`src/rtl/ps2_pkg.sv`:
```
`default_nettype none

package ps2_pkg;

	// A synchronized PS/2 line must hold its value this many clk cycles before the
	// filtered level follows it.
	localparam int debounce_cycles = 4;

	// A partial frame is dropped after this many clk cycles without a PS/2 clock fall.
	localparam int idle_timeout_cycles = 1000;

	// One PS/2 frame is start, eight data bits, odd parity and stop.
	localparam int frame_bits = 11;

	// Depth exponent of the scan-code FIFO as built in the top level.
	localparam int fifo_depth_log2 = 3;

	// Counter widths derived from the constants above.
	localparam int debounce_cnt_w = $clog2(debounce_cycles + 1);
	localparam int idle_cnt_w = $clog2(idle_timeout_cycles + 1);
	localparam int bit_cnt_w = $clog2(frame_bits);

	// Word addresses of the two host-visible registers.
	localparam logic [1:0] addr_data = 2'd0;
	localparam logic [1:0] addr_status = 2'd1;

	// One received frame as it is stored in the FIFO.
	// The frame_err bit flags a start bit of 1 or a stop bit of 0.
	typedef struct packed {
		logic [7:0] code;
		logic parity_err;
		logic frame_err;
	} ps2_frame_t;

	// Wishbone classic, master to slave.
	typedef struct packed {
		logic cyc;
		logic stb;
		logic we;
		logic [1:0] adr;
		logic [31:0] dat;
	} wb_m2s_t;

	// Wishbone classic, slave to master.
	typedef struct packed {
		logic ack;
		logic [31:0] dat;
	} wb_s2m_t;

endpackage

`default_nettype wire

```
`src/rtl/ps2_code_fifo.sv`:
```
`default_nettype none
`timescale 1ns/10ps

module ps2_code_fifo #(
	parameter int depth_log2 = 3
) (
	input logic clk,
	input logic rst,
	input logic push,
	input ps2_pkg::ps2_frame_t wr_frame,
	input logic pop,
	input logic clear_overflow,
	output ps2_pkg::ps2_frame_t rd_frame,
	output logic empty,
	output logic [depth_log2:0] count,
	output logic overflow
);

	import ps2_pkg::*;

	localparam int depth = 1 << depth_log2;

	ps2_frame_t mem [depth];

	logic [depth_log2-1:0] wr_ptr;
	logic [depth_log2-1:0] rd_ptr;
	logic full;
	logic do_push;
	logic do_pop;

	assign empty = count == '0;

	// The count never passes depth, so its top bit alone marks a full buffer.
	assign full = count[depth_log2];

	// A frame that arrives while full is lost, and a pop of nothing is ignored.
	assign do_push = push && !full;
	assign do_pop = pop && !empty;

	// The head entry is always on the read port.
	assign rd_frame = mem[rd_ptr];

	always_ff @(posedge clk) begin
		if (do_push) begin
			mem[wr_ptr] <= wr_frame;
		end
	end

	always_ff @(posedge clk) begin
		if (rst) begin
			wr_ptr <= '0;
			rd_ptr <= '0;
			count <= '0;
			overflow <= 1'b0;
		end else begin
			if (do_push) begin
				wr_ptr <= wr_ptr + 1'b1;
			end
			if (do_pop) begin
				rd_ptr <= rd_ptr + 1'b1;
			end

			// A push and a pop together leave the count unchanged.
			case ({do_push, do_pop})
				2'b10: count <= count + 1'b1;
				2'b01: count <= count - 1'b1;
				default: count <= count;
			endcase

			// A lost frame wins over a clear in the same cycle, so no loss goes unseen.
			if (push && full) begin
				overflow <= 1'b1;
			end else if (clear_overflow) begin
				overflow <= 1'b0;
			end
		end
	end

	count_bound: assert property (
		@(posedge clk) disable iff (rst)
		count <= depth
	);

endmodule

`default_nettype wire

```
`src/rtl/ps2_frame_shift.sv`:
```
`default_nettype none
`timescale 1ns/10ps

module ps2_frame_shift (
	input logic clk,
	input logic rst,
	input logic shift_en,
	input logic data_level,
	output ps2_pkg::ps2_frame_t frame
);

	import ps2_pkg::*;

	// Bits enter at the top and move toward bit 0.
	// After eleven shifts the start bit sits in bit 0 and the stop bit in bit 10.
	logic [frame_bits-1:0] shreg;

	always_ff @(posedge clk) begin
		if (rst) begin
			shreg <= '1;
		end else if (shift_en) begin
			shreg <= {data_level, shreg[frame_bits-1:1]};
		end
	end

	// Data bits were sent LSB first, so they land in order in bits 8 to 1.
	assign frame.code = shreg[8:1];

	// Odd parity over data and parity bit means their XOR must be 1.
	assign frame.parity_err = ~^shreg[9:1];

	// start must be 0 and stop must be 1
	assign frame.frame_err = shreg[0] | ~shreg[10];

endmodule

`default_nettype wire

```
`src/rtl/ps2_keyboard.sv`:
```
`default_nettype none
`timescale 1ns/10ps

module ps2_keyboard (
	input logic clk,
	input logic rst,
	input logic ps2_clk,
	input logic ps2_data,
	input ps2_pkg::wb_m2s_t wb_in,
	output ps2_pkg::wb_s2m_t wb_out
);

	import ps2_pkg::*;

	logic data_level;
	logic fall;
	logic shift_en;
	logic push;
	ps2_frame_t frame;
	ps2_frame_t rd_frame;
	logic empty;
	logic [fifo_depth_log2:0] count;
	logic overflow;
	logic pop;
	logic clear_overflow;

	// Clean up the raw lines and find the PS/2 clock edges.
	ps2_line_filter u_filter (
		.clk(clk),
		.rst(rst),
		.ps2_clk(ps2_clk),
		.ps2_data(ps2_data),
		.data_level(data_level),
		.fall(fall)
	);

	ps2_rx_ctrl u_ctrl (
		.clk(clk),
		.rst(rst),
		.fall(fall),
		.data_level(data_level),
		.shift_en(shift_en),
		.push(push)
	);

	ps2_frame_shift u_shift (
		.clk(clk),
		.rst(rst),
		.shift_en(shift_en),
		.data_level(data_level),
		.frame(frame)
	);

	// Received frames wait here until the host reads them.
	ps2_code_fifo #(
		.depth_log2(fifo_depth_log2)
	) u_fifo (
		.clk(clk),
		.rst(rst),
		.push(push),
		.wr_frame(frame),
		.pop(pop),
		.clear_overflow(clear_overflow),
		.rd_frame(rd_frame),
		.empty(empty),
		.count(count),
		.overflow(overflow)
	);

	ps2_wb_regs u_regs (
		.clk(clk),
		.rst(rst),
		.wb_in(wb_in),
		.wb_out(wb_out),
		.rd_frame(rd_frame),
		.empty(empty),
		.count(count),
		.overflow(overflow),
		.pop(pop),
		.clear_overflow(clear_overflow)
	);

endmodule

`default_nettype wire

```
`src/rtl/ps2_line_filter.sv`:
```
`default_nettype none
`timescale 1ns/10ps

module ps2_line_filter (
	input logic clk,
	input logic rst,
	input logic ps2_clk,
	input logic ps2_data,
	output logic data_level,
	output logic fall
);

	import ps2_pkg::*;

	// Both lines are handled the same way, so they share arrays.
	// Index 0 is the PS/2 clock and index 1 is the PS/2 data line.
	logic [1:0] sync_a;
	logic [1:0] sync_b;
	logic [1:0] level;
	logic [1:0][debounce_cnt_w-1:0] stable_cnt;

	// Filtered clock level from the previous cycle, used for edge detection.
	logic clk_level_q;

	always_ff @(posedge clk) begin
		if (rst) begin
			// The lines idle high with their pull-ups, so start from that state.
			sync_a <= 2'b11;
			sync_b <= 2'b11;
			level <= 2'b11;
			clk_level_q <= 1'b1;
			stable_cnt <= '0;
		end else begin
			// Two-flop synchronizer for the asynchronous inputs.
			sync_a <= {ps2_data, ps2_clk};
			sync_b <= sync_a;
			clk_level_q <= level[0];

			for (int i = 0; i < 2; i++) begin
				if (sync_b[i] == level[i]) begin
					// A line that agrees with its filtered level restarts the count.
					stable_cnt[i] <= '0;
				end else if (stable_cnt[i] == debounce_cnt_w'(debounce_cycles - 1)) begin
					// The new value has held long enough, so it becomes the level.
					level[i] <= sync_b[i];
					stable_cnt[i] <= '0;
				end else begin
					stable_cnt[i] <= stable_cnt[i] + 1'b1;
				end
			end
		end
	end

	assign data_level = level[1];

	// High in the first cycle the filtered clock reads 0 after reading 1.
	assign fall = clk_level_q & ~level[0];

endmodule

`default_nettype wire

```
`src/rtl/ps2_rx_ctrl.sv`:
```
`default_nettype none
`timescale 1ns/10ps

module ps2_rx_ctrl (
	input logic clk,
	input logic rst,
	input logic fall,
	input logic data_level,
	output logic shift_en,
	output logic push
);

	import ps2_pkg::*;

	// Number of bits of the current frame already taken, 0 to frame_bits - 1.
	logic [bit_cnt_w-1:0] bit_cnt;

	// Cycles since the last PS/2 clock fall while a frame is in progress.
	logic [idle_cnt_w-1:0] idle_cnt;

	logic last_bit;
	logic frame_open;
	logic idle_expired;

	assign last_bit = bit_cnt == bit_cnt_w'(frame_bits - 1);
	assign frame_open = bit_cnt != '0;
	assign idle_expired = idle_cnt == idle_cnt_w'(idle_timeout_cycles);

	// Every falling edge of the PS/2 clock carries one bit into the shifter.
	// Alignment of the frame is kept by the bit counter, not by the shifter.
	assign shift_en = fall;

	always_ff @(posedge clk) begin
		if (rst) begin
			bit_cnt <= '0;
			idle_cnt <= '0;
			push <= 1'b0;
		end else begin
			// The eleventh bit is shifted in this cycle.
			// The whole frame sits in the shifter one cycle later.
			push <= fall && last_bit;

			if (fall) begin
				idle_cnt <= '0;
				if (last_bit) begin
					bit_cnt <= '0;
				end else if (frame_open || !data_level) begin
					// A frame only opens on a low start bit.
					// A high one leaves the counter at 0, which resyncs after noise.
					bit_cnt <= bit_cnt + 1'b1;
				end
			end else if (frame_open) begin
				if (idle_expired) begin
					// The keyboard went quiet mid-frame; throw the partial frame away.
					bit_cnt <= '0;
					idle_cnt <= '0;
				end else begin
					idle_cnt <= idle_cnt + 1'b1;
				end
			end else begin
				idle_cnt <= '0;
			end
		end
	end

	// The counter wraps on the last bit and never runs past the frame.
	bit_cnt_range: assert property (
		@(posedge clk) disable iff (rst)
		bit_cnt <= bit_cnt_w'(frame_bits - 1)
	);

	// Frames are at least eleven PS/2 clock periods apart, so pushes never touch.
	push_single: assert property (
		@(posedge clk) disable iff (rst)
		push |=> !push
	);

endmodule

`default_nettype wire

```
`src/rtl/ps2_wb_regs.sv`:
```
`default_nettype none
`timescale 1ns/10ps

module ps2_wb_regs (
	input logic clk,
	input logic rst,
	input ps2_pkg::wb_m2s_t wb_in,
	output ps2_pkg::wb_s2m_t wb_out,
	input ps2_pkg::ps2_frame_t rd_frame,
	input logic empty,
	input logic [ps2_pkg::fifo_depth_log2:0] count,
	input logic overflow,
	output logic pop,
	output logic clear_overflow
);

	import ps2_pkg::*;

	logic ack;
	logic [31:0] rd_dat;
	logic req;
	logic rd_req;
	logic wr_req;

	// A new request is one the slave has not yet acknowledged.
	assign req = wb_in.cyc && wb_in.stb && !ack;
	assign rd_req = req && !wb_in.we;
	assign wr_req = req && wb_in.we;

	always_ff @(posedge clk) begin
		if (rst) begin
			ack <= 1'b0;
			pop <= 1'b0;
			clear_overflow <= 1'b0;
		end else begin
			ack <= req;

			// Side effects line up with ack.
			// The FIFO moves at the end of the ack cycle, before the next request.
			pop <= rd_req && wb_in.adr == addr_data && !empty;
			clear_overflow <= wr_req && wb_in.adr == addr_status && wb_in.dat[8];
		end
	end

	// The read word is captured with the request and held while ack is high.
	always_ff @(posedge clk) begin
		if (req) begin
			rd_dat <= '0;
			if (!wb_in.we) begin
				case (wb_in.adr)
					addr_data: begin
						// Bit 31 marks a real entry, so an empty read is all zero.
						if (!empty) begin
							rd_dat[7:0] <= rd_frame.code;
							rd_dat[8] <= rd_frame.parity_err;
							rd_dat[9] <= rd_frame.frame_err;
							rd_dat[31] <= 1'b1;
						end
					end
					addr_status: begin
						rd_dat[7:0] <= 8'(count);
						rd_dat[8] <= overflow;
					end
					default: rd_dat <= '0;
				endcase
			end
		end
	end

	assign wb_out.ack = ack;
	assign wb_out.dat = rd_dat;

	// The master must hold its strobe until it has seen the ack.
	ack_in_cycle: assert property (
		@(posedge clk) disable iff (rst)
		ack |-> wb_in.cyc && wb_in.stb
	);

endmodule

`default_nettype wire

```
`config.mk`:
```
export PLATFORM = sky130hd
export DESIGN_NAME = ps2_keyboard
export DESIGN_NICKNAME = d
export VERILOG_FILES = /design/src/rtl/ps2_pkg.sv /design/src/rtl/ps2_code_fifo.sv /design/src/rtl/ps2_frame_shift.sv /design/src/rtl/ps2_keyboard.sv /design/src/rtl/ps2_line_filter.sv /design/src/rtl/ps2_rx_ctrl.sv /design/src/rtl/ps2_wb_regs.sv
export SDC_FILE = /design/constraint.sdc
export NUM_CORES = 1
export LEC_CHECK = 0
export BUFFER_PORTS_ARGS = -buffer_cell sky130_fd_sc_hd__buf_4
export CORE_AREA = 2 2 104 106
export DETAILED_ROUTE_END_ITERATION = 12
export DIE_AREA = 0 0 106 108
export PLACE_DENSITY_LB_ADDON = 0.2
export SLEW_MARGIN = 0
export SYNTH_ARGS = -nofsm -noshare
export SYNTH_HDL_FRONTEND = slang
export SYNTH_HIERARCHICAL = 1
export SYNTH_SLANG_ARGS = --single-unit
```
`constraint.sdc`:
```
create_clock -name clk -period 3.3 [get_ports clk]
set_input_delay 0.33 -clock clk [delete_from_list [all_inputs] [get_ports clk]]
set_output_delay 0.33 -clock clk [all_outputs]
set_load 0.005 [all_outputs]
```
==> reports/qor.yml, run 1 <==
sta:
  rsz0062_at_grt: "no"
  clock.fmax_ghz: 0.434
  clock_skew_ns: 0.00621
  hold_viol_final: 0
  slew_headroom: 0.354
  tightest_slew_ns: 0.961
  period_share: 0.699
  finalSetupViolations: 0
  period_minus_slack_ns: 2.31
  fin_ws_ns: 0.994
  slew_violations: 0
  setup_tns_ns: 0
layout:
  fin_util: 0.684
  fillers: 710
  multiInputGateArea_mm2: 0.00211
  drive_gt1_frac: 0.183
  final_nets: 511
  seq_area_mm2: 0.00385
  final_cell_mix: "91 x edfxtp_1, 56 x dfxtp_1, 31 x buf_4"
  final_common_cell: "edfxtp_1"
  final_cells: 605
  n_antenna_cell: 0
  syn_to_final_growth_pct: 12.2
clocking:
  cts.sinks: 147
  clk_latency_ns: 0.52
  cts-buffers-inserted: 17
  htreeDepth: 4
  clk_pin_slew_ns: 0.06
  cts_buffer_depth: 2
  cts_tree: "done"
  root_buffer: "clkbuf_8"
place:
  dp_cells: 571
  gp_congestion: 0.706
  preCtsSetupSlack_ns: 1.00
  hpwl_um: 6340
  io_buffers: 21
floorplanning:
  start_util: 0.610
  rows: 37
  ios: 74
  die_h_um: 108
  dieArea_mm2: 0.0114
  dieWidth_um: 106
  coreArea_mm2: 0.0102
worst_hold_path:
  min_to: "u_regs/clear_overflow"
  hold_class: "in2reg"
  hp-start: "wb_in[8]"
  holdPathStages: 3
drt:
  drc: 0
  wl_um: 10300
  viasPerCell: 5.54
  vias: 3351
  dr.pass1.iters: 4
  detail-route-antenna-nets: 0
  wire_per_inst_um: 17.1
  drtIter0Drc: 172
status:
  status: "finished, final reports clean"
grt:
  grt_pass1_vias: 3461
  grt_pass1_wl_um: 16900
  grt_start_max_net_pins: 48
  gr-total-overflow: 0
  antenna_found_initial: 0
  grt_usage: 0.200
critical_path:
  crit_path_end_kind: "flip-flop"
  crit_arrival_ns: 2.76
  path_class: "reg2reg"
  reg2reg_depth: 8
  rrSetupSlack_ns: 0.99
  reg2reg_from: "u_fifo/count[3]"
  path_cells: "o41a_1 > ha_1 > xor2_1 > ha_1 > a21oi_1 > xor2_1 > or3_1 > a21oi_1"
  max_stage_delay_ns: 0.54
  required_ns: 3.75
  r2r-end: "u_fifo/count[2]"
  cp-start-kind: "flip-flop"
  cp_max_fo: 7
  crit_slowest_cell: "o41a_1"
synth:
  yosys-top-cells-area: "edfxtp_1 44%, dfxtp_1 18%, mux4_1 8.4%, buf_4 3.9%, ha_1 2.8%"
  avgSynthCellArea_um2: 14.6
  yosys_warnings: 6
  synth_top_area_share: 0.438
  netlist-cell-type-count: 56
  yosys.area.top_type: "edfxtp_1"
  netlist_instances: 427
  ys.flop_type: "edfxtp_1"
  syn_area_mm2: 0.00624
  synth-edff-count: 91
  seq_area_frac_synth: 0.618
  async_flop_share: 0
  synth_seq_cells: 147
power_and_ir_drop:
  total_power_uw: 3770
  irDropWorstVdd_mv: 0.294
  p_per_area_mw_per_mm2: 538
  leakage_uw: 0.00243
job:
  max_cap_viol_count: 0
-- layer usage --
layer	GRT usage	vias to the layer above	share of wire
li1	-	1606	-
met1	0.227	1638	0.41
met2	0.371	97	0.54
met3	0.0428	10	0.039
met4	0.0789	0	0.011
met5	0	-	0
-- through the flow --
| stage | cell area [um^2] | hold WS [ns] |
|---|---|---|
| floorplan | 6310 | 0.383 |
| global placement | 6410 | 0.387 |
| detailed placement | 6410 | 0.401 |
| CTS | 7000 | 0.0751 |
| global route | 7000 | 0.0938 |
| finish | 7000 | 0.105 |
-- cells in the mapped netlist (all sizes together) (2+ instances only) --
cell type / n
edfxtp: 91
dfxtp: 56
buf: 39
nor2: 26
mux4: 20
nand2: 18
nor2b: 18
ha: 14
xor2: 14
a211o: 13
a21oi: 12
mux2: 11
inv: 10
xnor2: 9
nand3: 7
nor4: 7
nand2b: 6
or2: 6
and2: 5
nor4b: 5
or3b: 5
clkbuf: 4
nor3: 4
a31oi: 2
mux2i: 2
nand4: 2
or3: 2
-- what timing repair did --
| item | 4_1_cts | 5_1_grt |
|---|---|---|
| buffers inserted | 0 | 0 |
| resized for setup | 0 | 0 |
| hold endpoints to repair | 2 | 0 |
| hold buffers | 2 | 0 |
-- how the worst max path moves through the flow --
stage                          from              end  slack, ns  depth (start not counted)
CTS                 u_fifo/count[3]  u_fifo/count[2]       0.99                          8
floorplan           u_fifo/count[3]  u_fifo/count[3]       1.14                          5
finish              u_fifo/count[3]  u_fifo/count[2]       0.99                          8
global route            u_ctrl/push  u_fifo/count[2]       0.72                          9
detailed placement  u_fifo/count[3]  u_fifo/count[3]       1.00                          5
global placement    u_fifo/count[3]  u_fifo/count[3]       0.99                          5
-- power by group --
group	switching [uW]	leakage, uW	internal, uW
clock network	716	0.000285	1060
logic	27.9	0.000886	18.1
registers	3.30	0.00126	1940
-- flip-flops by register name, summed over array words and instances (netlist names), 3 cells and up, named ones only --
signal               cells
u_ctrl/idle_cnt         10
u_fifo/mem              80
u_fifo/count             4
u_shift/shreg           11
u_filter/stable_cnt      6
u_fifo/wr_ptr            3
u_fifo/rd_ptr            3
u_ctrl/bit_cnt           4
u_regs/rd_dat           11
-- cell families after synthesis --
kind of cell	share of synthesized area
AO/OA/AOI/OAI	0.0421
multiplexers	0.107
flip-flops	0.618
other	0.000601
XOR/XNOR	0.0359
buffers and inverters	0.0554
adder cells (fa/ha/maj)	0.0281
AND/OR/NAND/NOR	0.113
-- critical path, delay by kind of cell (launching register included) --
kind	cells	cell delay [ns]
AO/OA/AOI/OAI	3	0.83
XOR/XNOR	2	0.25
adder cells (fa/ha/maj)	2	0.47
flip-flops	1	0.37
AND/OR/NAND/NOR	1	0.30
-- cell type report --
cell class / count / share of cell area
clock buffers: 23 / 0.0717
clock inverters: 9 / 0.00965
inverters: 10 / 0.00536
multi-input cells: 247 / 0.302
flip-flops and latches: 147 / 0.551
well taps: 136 / 0.0243
repair buffers: 33 / 0.0361
No activity file was read; power rests on OpenSTA's default activity.
==> run 2: changes to the inputs <==
- CORE_AREA: 2 2 104 106 -> 2 2 107 109
- DIE_AREA: 0 0 106 108 -> 0 0 109 111
- clock period: 3.3 -> 2.3 ns (I/O delays scaled with it)
==> run 2 against run 1 <==
  * Sequential cell count unchanged
  * Routed wire length about the same
  * Die area up 5.7%
  * Count of clock-buffer cells in the layout up 1
  * Clock skew about the same
  * Sequential power up 44%
  * Register-to-register slack worse by 0.87 ns
  * Worst setup slack worse by 0.87 ns
  * Via count up 0.84%
  * Clock power up 50%
  * Final cell count up 3.0%
  * Highest routed layer unchanged
==> reports/qor.yml, run 2 (synthesized netlist as in run 1, its figures left out) <==
place:
  io_buffers: 21  # unchanged
  gp_congestion: 0.727  # was 0.706
  post_dp_cell_area_mm2: 0.00652  # was 0.00641 mm^2
  hpwl_um: 6430  # was 6340 um
critical_path:
  critical-path-top-delay-family: "compound AO/OA/AOI/OAI gates"  # unchanged
  path_cells: "o41a_1 > ha_1 > xor2_1 > ha_1 > a21oi_1 > xor2_1 > or3_1 > a21oi_1"  # unchanged
  crit_arrival_ns: 2.51  # was 2.76 ns
  max_stage_delay_ns: 0.48  # was 0.54 ns
  cp-start-kind: "flip-flop"  # unchanged
  reg2reg_depth: 8  # unchanged
  path_depth: 8  # unchanged
  r2r-end: "u_fifo/count[2]"  # unchanged
  crit_slowest_cell: "o41a_1"  # unchanged
  required_ns: 2.64  # was 3.75 ns
  cp_max_fo: 4  # was 7
  reg2reg_from: "u_fifo/count[3]"  # unchanged
  rrSetupSlack_ns: 0.13  # was 0.99 ns
  crit_buf_inv: 0  # unchanged
  crit_path_end_kind: "flip-flop"  # unchanged
  path_class: "reg2reg"  # unchanged
power_and_ir_drop:
  combPwrFrac: 0.013  # was 0.012
  irDropWorstVdd_mv: 0.549  # was 0.294 mV
  clockPowerShare: 0.483  # was 0.472
  p_per_area_mw_per_mm2: 777  # was 538 mW/mm^2
  intPower_uw: 4530  # was 3020 uW
  leakage_uw: 0.00249  # was 0.00243 uW
  switching_power_uw: 996  # was 747 uW
  swShare: 0.180  # was 0.198
  total_power_uw: 5520  # was 3770 uW
  seqPwrFrac: 0.505  # was 0.515
layout:
  regMostFlops: "u_fifo/mem"  # unchanged
  final_common_cell: "edfxtp_1"  # unchanged
  syn_to_final_growth_pct: 14.0  # was 12.2%
  final_cell_mix: "91 x edfxtp_1, 56 x dfxtp_1, 42 x buf_4"  # was 91 x edfxtp_1, 56 x dfxtp_1, 31 x buf_4
  seq_area_mm2: 0.00385  # unchanged
  fin_area_mm2: 0.00711  # was 0.00700 mm^2
  largestRegisters: "u_fifo/mem (80), u_regs/rd_dat (11), u_shift/shreg (11)"  # unchanged
  multiInputGateArea_mm2: 0.00211  # unchanged
  largest_reg_flops: 80  # unchanged
  final_nets: 523  # was 511
  fillers: 800  # was 710
  drive_gt1_frac: 0.185  # was 0.183
  n_antenna_cell: 0  # unchanged
floorplanning:
  die_h_um: 111  # was 108 um
  rows: 39  # was 37
  ios: 74  # unchanged
  coreArea_mm2: 0.0111  # was 0.0102 mm^2
  start_util: 0.563  # was 0.610
  dieArea_mm2: 0.0121  # was 0.0114 mm^2
  dieWidth_um: 109  # was 106 um
worst_hold_path:
  min_to: "u_regs/clear_overflow"  # unchanged
  hp-start: "wb_in[8]"  # unchanged
  hold_class: "in2reg"  # unchanged
  holdPathStages: 3  # unchanged
clocking:
  hold_buffers: 2  # unchanged
  cts-buffers-inserted: 17  # unchanged
  htreeDepth: 4  # unchanged
  cts.sinks: 147  # unchanged
  cts_buffer_depth: 2  # unchanged
  clk_latency_ns: 0.41  # was 0.52 ns
  clk_pin_slew_ns: 0.05  # was 0.06 ns
  cts.repair.resized: 0  # unchanged
  cts_tree: "done"  # unchanged
  cts_setup_buffers: 0  # unchanged
  root_buffer: "clkbuf_16"  # was clkbuf_8
drt:
  vias: 3379  # was 3351
  drc: 0  # unchanged
  drtIter0Drc: 163  # was 172
  wl_um: 10300  # about the same
  wire_per_inst_um: 16.6  # was 17.1 um
  detail-route-antenna-nets: 0  # unchanged
  dr.pass1.iters: 4  # unchanged
  viasPerCell: 5.42  # was 5.54
grt:
  gr-total-overflow: 0  # unchanged
  grt_usage: 0.188  # was 0.200
  grt_pass1_vias: 3381  # was 3461
  antenna_found_initial: 0  # unchanged
  grt_start_max_net_pins: 34  # was 48
  grt_pass1_wl_um: 16600  # was 16900 um
sta:
  period_minus_slack_ns: 2.17  # was 2.31 ns
  clock_skew_ns: 0.00612  # was 0.00621 ns
  rsz0062_at_grt: "no"  # unchanged
  clock.fmax_ghz: 0.460  # was 0.434 GHz
  hold_viol_final: 0  # unchanged
  slew_violations: 0  # unchanged
  finalSetupViolations: 0  # unchanged
  period_share: 0.945  # was 0.699
  setup_tns_ns: 0  # unchanged
status:
  status: "finished, final reports clean"  # unchanged
job:
  max_cap_viol_count: 0  # unchanged
==> run 2: worst max-delay path by stage <==
stage / start / endpoint / slack [ns]
after detailed placement: u_fifo/count[3] / u_fifo/count[2] / 0.12
after floorplan: u_fifo/count[3] / u_fifo/count[3] / 0.14
after global placement: u_fifo/count[3] / u_fifo/count[2] / 0.19
after CTS: u_fifo/count[3] / u_fifo/count[2] / 0.11
after global routing: u_fifo/count[3] / u_fifo/count[2] / 0.03
final: u_fifo/count[3] / u_fifo/count[2] / 0.13
==> run 2: tightest hold or removal path: stages <==
cell	delay, ns
buf_4	0.11
nand4b_1	0.09
nor4_1	0.05
==> run 2: area by class of cell <==
cell class / count / share of cell area
multi-input cells: 247 / 0.297
flip-flops and latches: 147 / 0.542
well taps: 143 / 0.0252
clock buffers: 24 / 0.0649
inverters: 10 / 0.00528
repair buffers: 45 / 0.0500
clock inverters: 7 / 0.0151
==> run 2: power by group through the flow <==
stage	Combinational [uW]	Clock [uW]	Sequential, uW
final	70.0	2670	2790
after global routing	79.3	2830	2790
after CTS	69.7	2720	2790
after detailed placement	66.8	0	2840
after global placement	65.6	0	2840
after floorplan	58.3	0	2840
==> run 2: routing by layer <==
layer | vias to the layer above | track usage | share of wire
li1 | 1624 | - | -
met1 | 1672 | 0.220 | 0.43
met2 | 69 | 0.322 | 0.51
met3 | 14 | 0.0459 | 0.039
met4 | 0 | 0.0846 | 0.017
met5 | - | 0 | 0
==> run 2: through the flow <==
step	utilization	std cells	hold slack [ns]	setup slack, ns
floorplan	-	447	0.299	0.138
global placement	0.589	590	0.387	0.188
detailed placement	0.589	590	0.395	0.122
CTS	0.642	623	0.105	0.112
global route	0.642	623	0.117	0.0301
finish	0.642	623	0.116	0.126
==> run 3: changes to the inputs <==
- ABC_AREA: not set -> 0
- CORE_AREA: 2 2 107 109 -> 2 2 105 107
- CTS_BUF_LIST: not set -> sky130_fd_sc_hd__clkbuf_2
- DIE_AREA: 0 0 109 111 -> 0 0 107 109
- RECOVER_POWER: not set -> 50
==> run 3 against run 2 <==
  * Total power fell by 22%
  * Via count rose by 0.38%
  * Global-route usage rose by 0.54 points
  * Final cell count is 1.3% higher
  * Die area down 3.6%
  * Critical path type unchanged
  * Critical endpoint unchanged
  * Highest routed layer unchanged
==> reports/qor.yml, run 3 (synthesized netlist as in run 1, its figures left out) <==
layout:
  multiInputGateArea_mm2: 0.00210  # was 0.00211 mm^2
  seq_area_mm2: 0.00385  # unchanged
  largest_reg_flops: 80  # unchanged
  final_nets: 534  # was 523
  fillers: 784  # was 800
  n_antenna_cell: 0  # unchanged
  drive_gt1_frac: 0.183  # was 0.185
  fin_util: 0.646  # was 0.642
  final_cell_mix: "91 x edfxtp_1, 56 x dfxtp_1, 32 x buf_4"  # was 91 x edfxtp_1, 56 x dfxtp_1, 42 x buf_4
  regMostFlops: "u_fifo/mem"  # unchanged
  largestRegisters: "u_fifo/mem (80), u_regs/rd_dat (11), u_shift/shreg (11)"  # unchanged
  final_common_cell: "edfxtp_1"  # unchanged
  syn_to_final_growth_pct: 9.87  # was 14.0%
place:
  io_buffers: 21  # unchanged
  preCtsSetupSlack_ns: 0.147  # was 0.122 ns
  gp_congestion: 0.796  # was 0.727
  hpwl_um: 6540  # was 6430 um
critical_path:
  path_class: "reg2reg"  # unchanged
  crit_arrival_ns: 2.75  # was 2.51 ns
  critical-path-top-delay-family: "compound AO/OA/AOI/OAI gates"  # unchanged
  cp_max_fo: 4  # unchanged
  cp-start-kind: "flip-flop"  # unchanged
  path_cells: "o41a_1 > ha_2 > xor2_1 > ha_1 > a21oi_1 > xor2_1 > or3_1 > a21oi_1"  # was o41a_1 > ha_1 > xor2_1 > ha_1 > a21oi_1 > xor2_1 > or3_1 > a21oi_1
  crit_buf_inv: 0  # unchanged
  required_ns: 2.90  # was 2.64 ns
  crit_slowest_cell: "o41a_1"  # unchanged
  crit_path_end_kind: "flip-flop"  # unchanged
  max_stage_delay_ns: 0.47  # was 0.48 ns
drt:
  viasPerCell: 5.38  # was 5.42
  wl_um: 10300  # about the same
  wire_per_inst_um: 16.3  # was 16.6 um
  vias: 3392  # was 3379
  drtIter0Drc: 118  # was 163
  drc: 0  # unchanged
  dr.pass1.iters: 5  # was 4
  detail-route-antenna-nets: 0  # unchanged
sta:
  fin_ws_ns: 0.156  # was 0.126 ns
  period_minus_slack_ns: 2.14  # was 2.17 ns
  setup_tns_ns: 0  # unchanged
  hold_viol_final: 0  # unchanged
  slew_headroom: 0.173
  finalSetupViolations: 0  # unchanged
  clock.fmax_ghz: 0.467  # was 0.460 GHz
  period_share: 0.932  # was 0.945
  clock_skew_ns: 0.0285  # was 0.00612 ns
  tightest_slew_ns: 1.24
  rsz0062_at_grt: "no"  # unchanged
  slew_violations: 0  # unchanged
power_and_ir_drop:
  p_per_area_mw_per_mm2: 625  # was 777 mW/mm^2
  combPwrFrac: 0.018  # was 0.013
  irDropWorstVdd_mv: 0.552  # was 0.549 mV
  clockPowerShare: 0.333  # was 0.483
  leakage_uw: 0.00238  # was 0.00249 uW
  swShare: 0.205  # was 0.180
  intPower_uw: 3410  # was 4530 uW
  total_power_uw: 4290  # was 5520 uW
  seqPwrFrac: 0.650  # was 0.505
  switching_power_uw: 880  # was 996 uW
worst_hold_path:
  hold_class: "in2reg"  # unchanged
clocking:
  cts-buffers-inserted: 17  # unchanged
  cts_tree: "done"  # unchanged
  htreeDepth: 4  # unchanged
  root_buffer: "clkbuf_2"  # was clkbuf_16
  cts_setup_buffers: 0  # unchanged
  clk_latency_ns: 0.67  # was 0.41 ns
  clk_pin_slew_ns: 0.19  # was 0.05 ns
  cts_buffer_depth: 2  # unchanged
  cts.sinks: 147  # unchanged
floorplanning:
  ios: 74  # unchanged
  coreArea_mm2: 0.0106  # was 0.0111 mm^2
  rows: 38  # was 39
  start_util: 0.588  # was 0.563
  dieWidth_um: 107  # was 109 um
  die_h_um: 109  # was 111 um
  dieArea_mm2: 0.0117  # was 0.0121 mm^2
grt:
  grt_pass1_vias: 3348  # was 3381
  grt_usage: 0.193  # was 0.188
  antenna_found_initial: 0  # unchanged
  grt_start_max_net_pins: 31  # was 34
  grt_pass1_wl_um: 16500  # was 16600 um
  gr-total-overflow: 0  # unchanged
status:
  status: "finished, final reports clean"  # unchanged
job:
  max_cap_viol_count: 0  # unchanged
run 3: changes by cell type in the layout (fill, tap and decap cells not counted), moves of 2 or more:
cell,delta
clkbuf_2,+19
clkbuf_16,-17
buf_4,-10
dlygate4sd3_1,+10
clkbuf_4,+7
clkbuf_1,-2
clkinvlp_4,+2
nor4b_1,+2
nor4b_2,-2
run 3: per-stage QoR:
stage / area (um^2) / cells / hold WS [ns]
after floorplan: 6310 / 447 / 0.299
after global placement: 6520 / 588 / 0.392
after detailed placement: 6520 / 588 / 0.394
after CTS: 6880 / 631 / 0.0621
after global routing: 6850 / 631 / 0.181
final: 6850 / 631 / 0.275
run 3: final timing paths:
check,from,to,slack (ns),depth (start not counted)
setup / recovery,u_fifo/count[3],u_fifo/count[2],0.16,8
hold / removal,ps2_clk,u_filter/sync_a[0],0.28,3
setup reg to reg,u_fifo/count[3],u_fifo/count[2],0.16,8
hold reg to reg,u_filter/sync_a[0],u_filter/sync_b[0],0.43,1
run 3: metal layers:
metal	wire (um)	track usage	vias up
met5	0	0	-
met4	61	0.0622	0
met3	449	0.0634	4
met2	5470	0.342	84
met1	4340	0.224	1650
li1	-	-	1654
run 3: timing repair:
action                                  CTS  global route
hold buffers                             12             0
endpoints found under the setup margin    0             1
gates resized for setup                   0             1
endpoints found under the hold margin    27             0
run 3: final cells by class:
type,count,area share
clock buffers,19,0.0139
flip-flops and latches,147,0.562
well taps,140,0.0256
multi-input cells,247,0.307
clock inverters,12,0.0204
repair buffers,56,0.0654
inverters,10,0.00548
run 3: tightest hold or removal path: cells and delay by family:
kind	cells	cell delay, ns
buf+inv	2	0.61
simple gates	1	0.07
run 3: power by group through the flow:
stage	Clock [uW]	Combinational, uW	Sequential [uW]
finish	1430	76.7	2780
detailed placement	0	66.1	2840
global route	1580	85.9	2790
floorplan	0	58.3	2840
CTS	1470	79.1	2780
global placement	0	64.8	2840
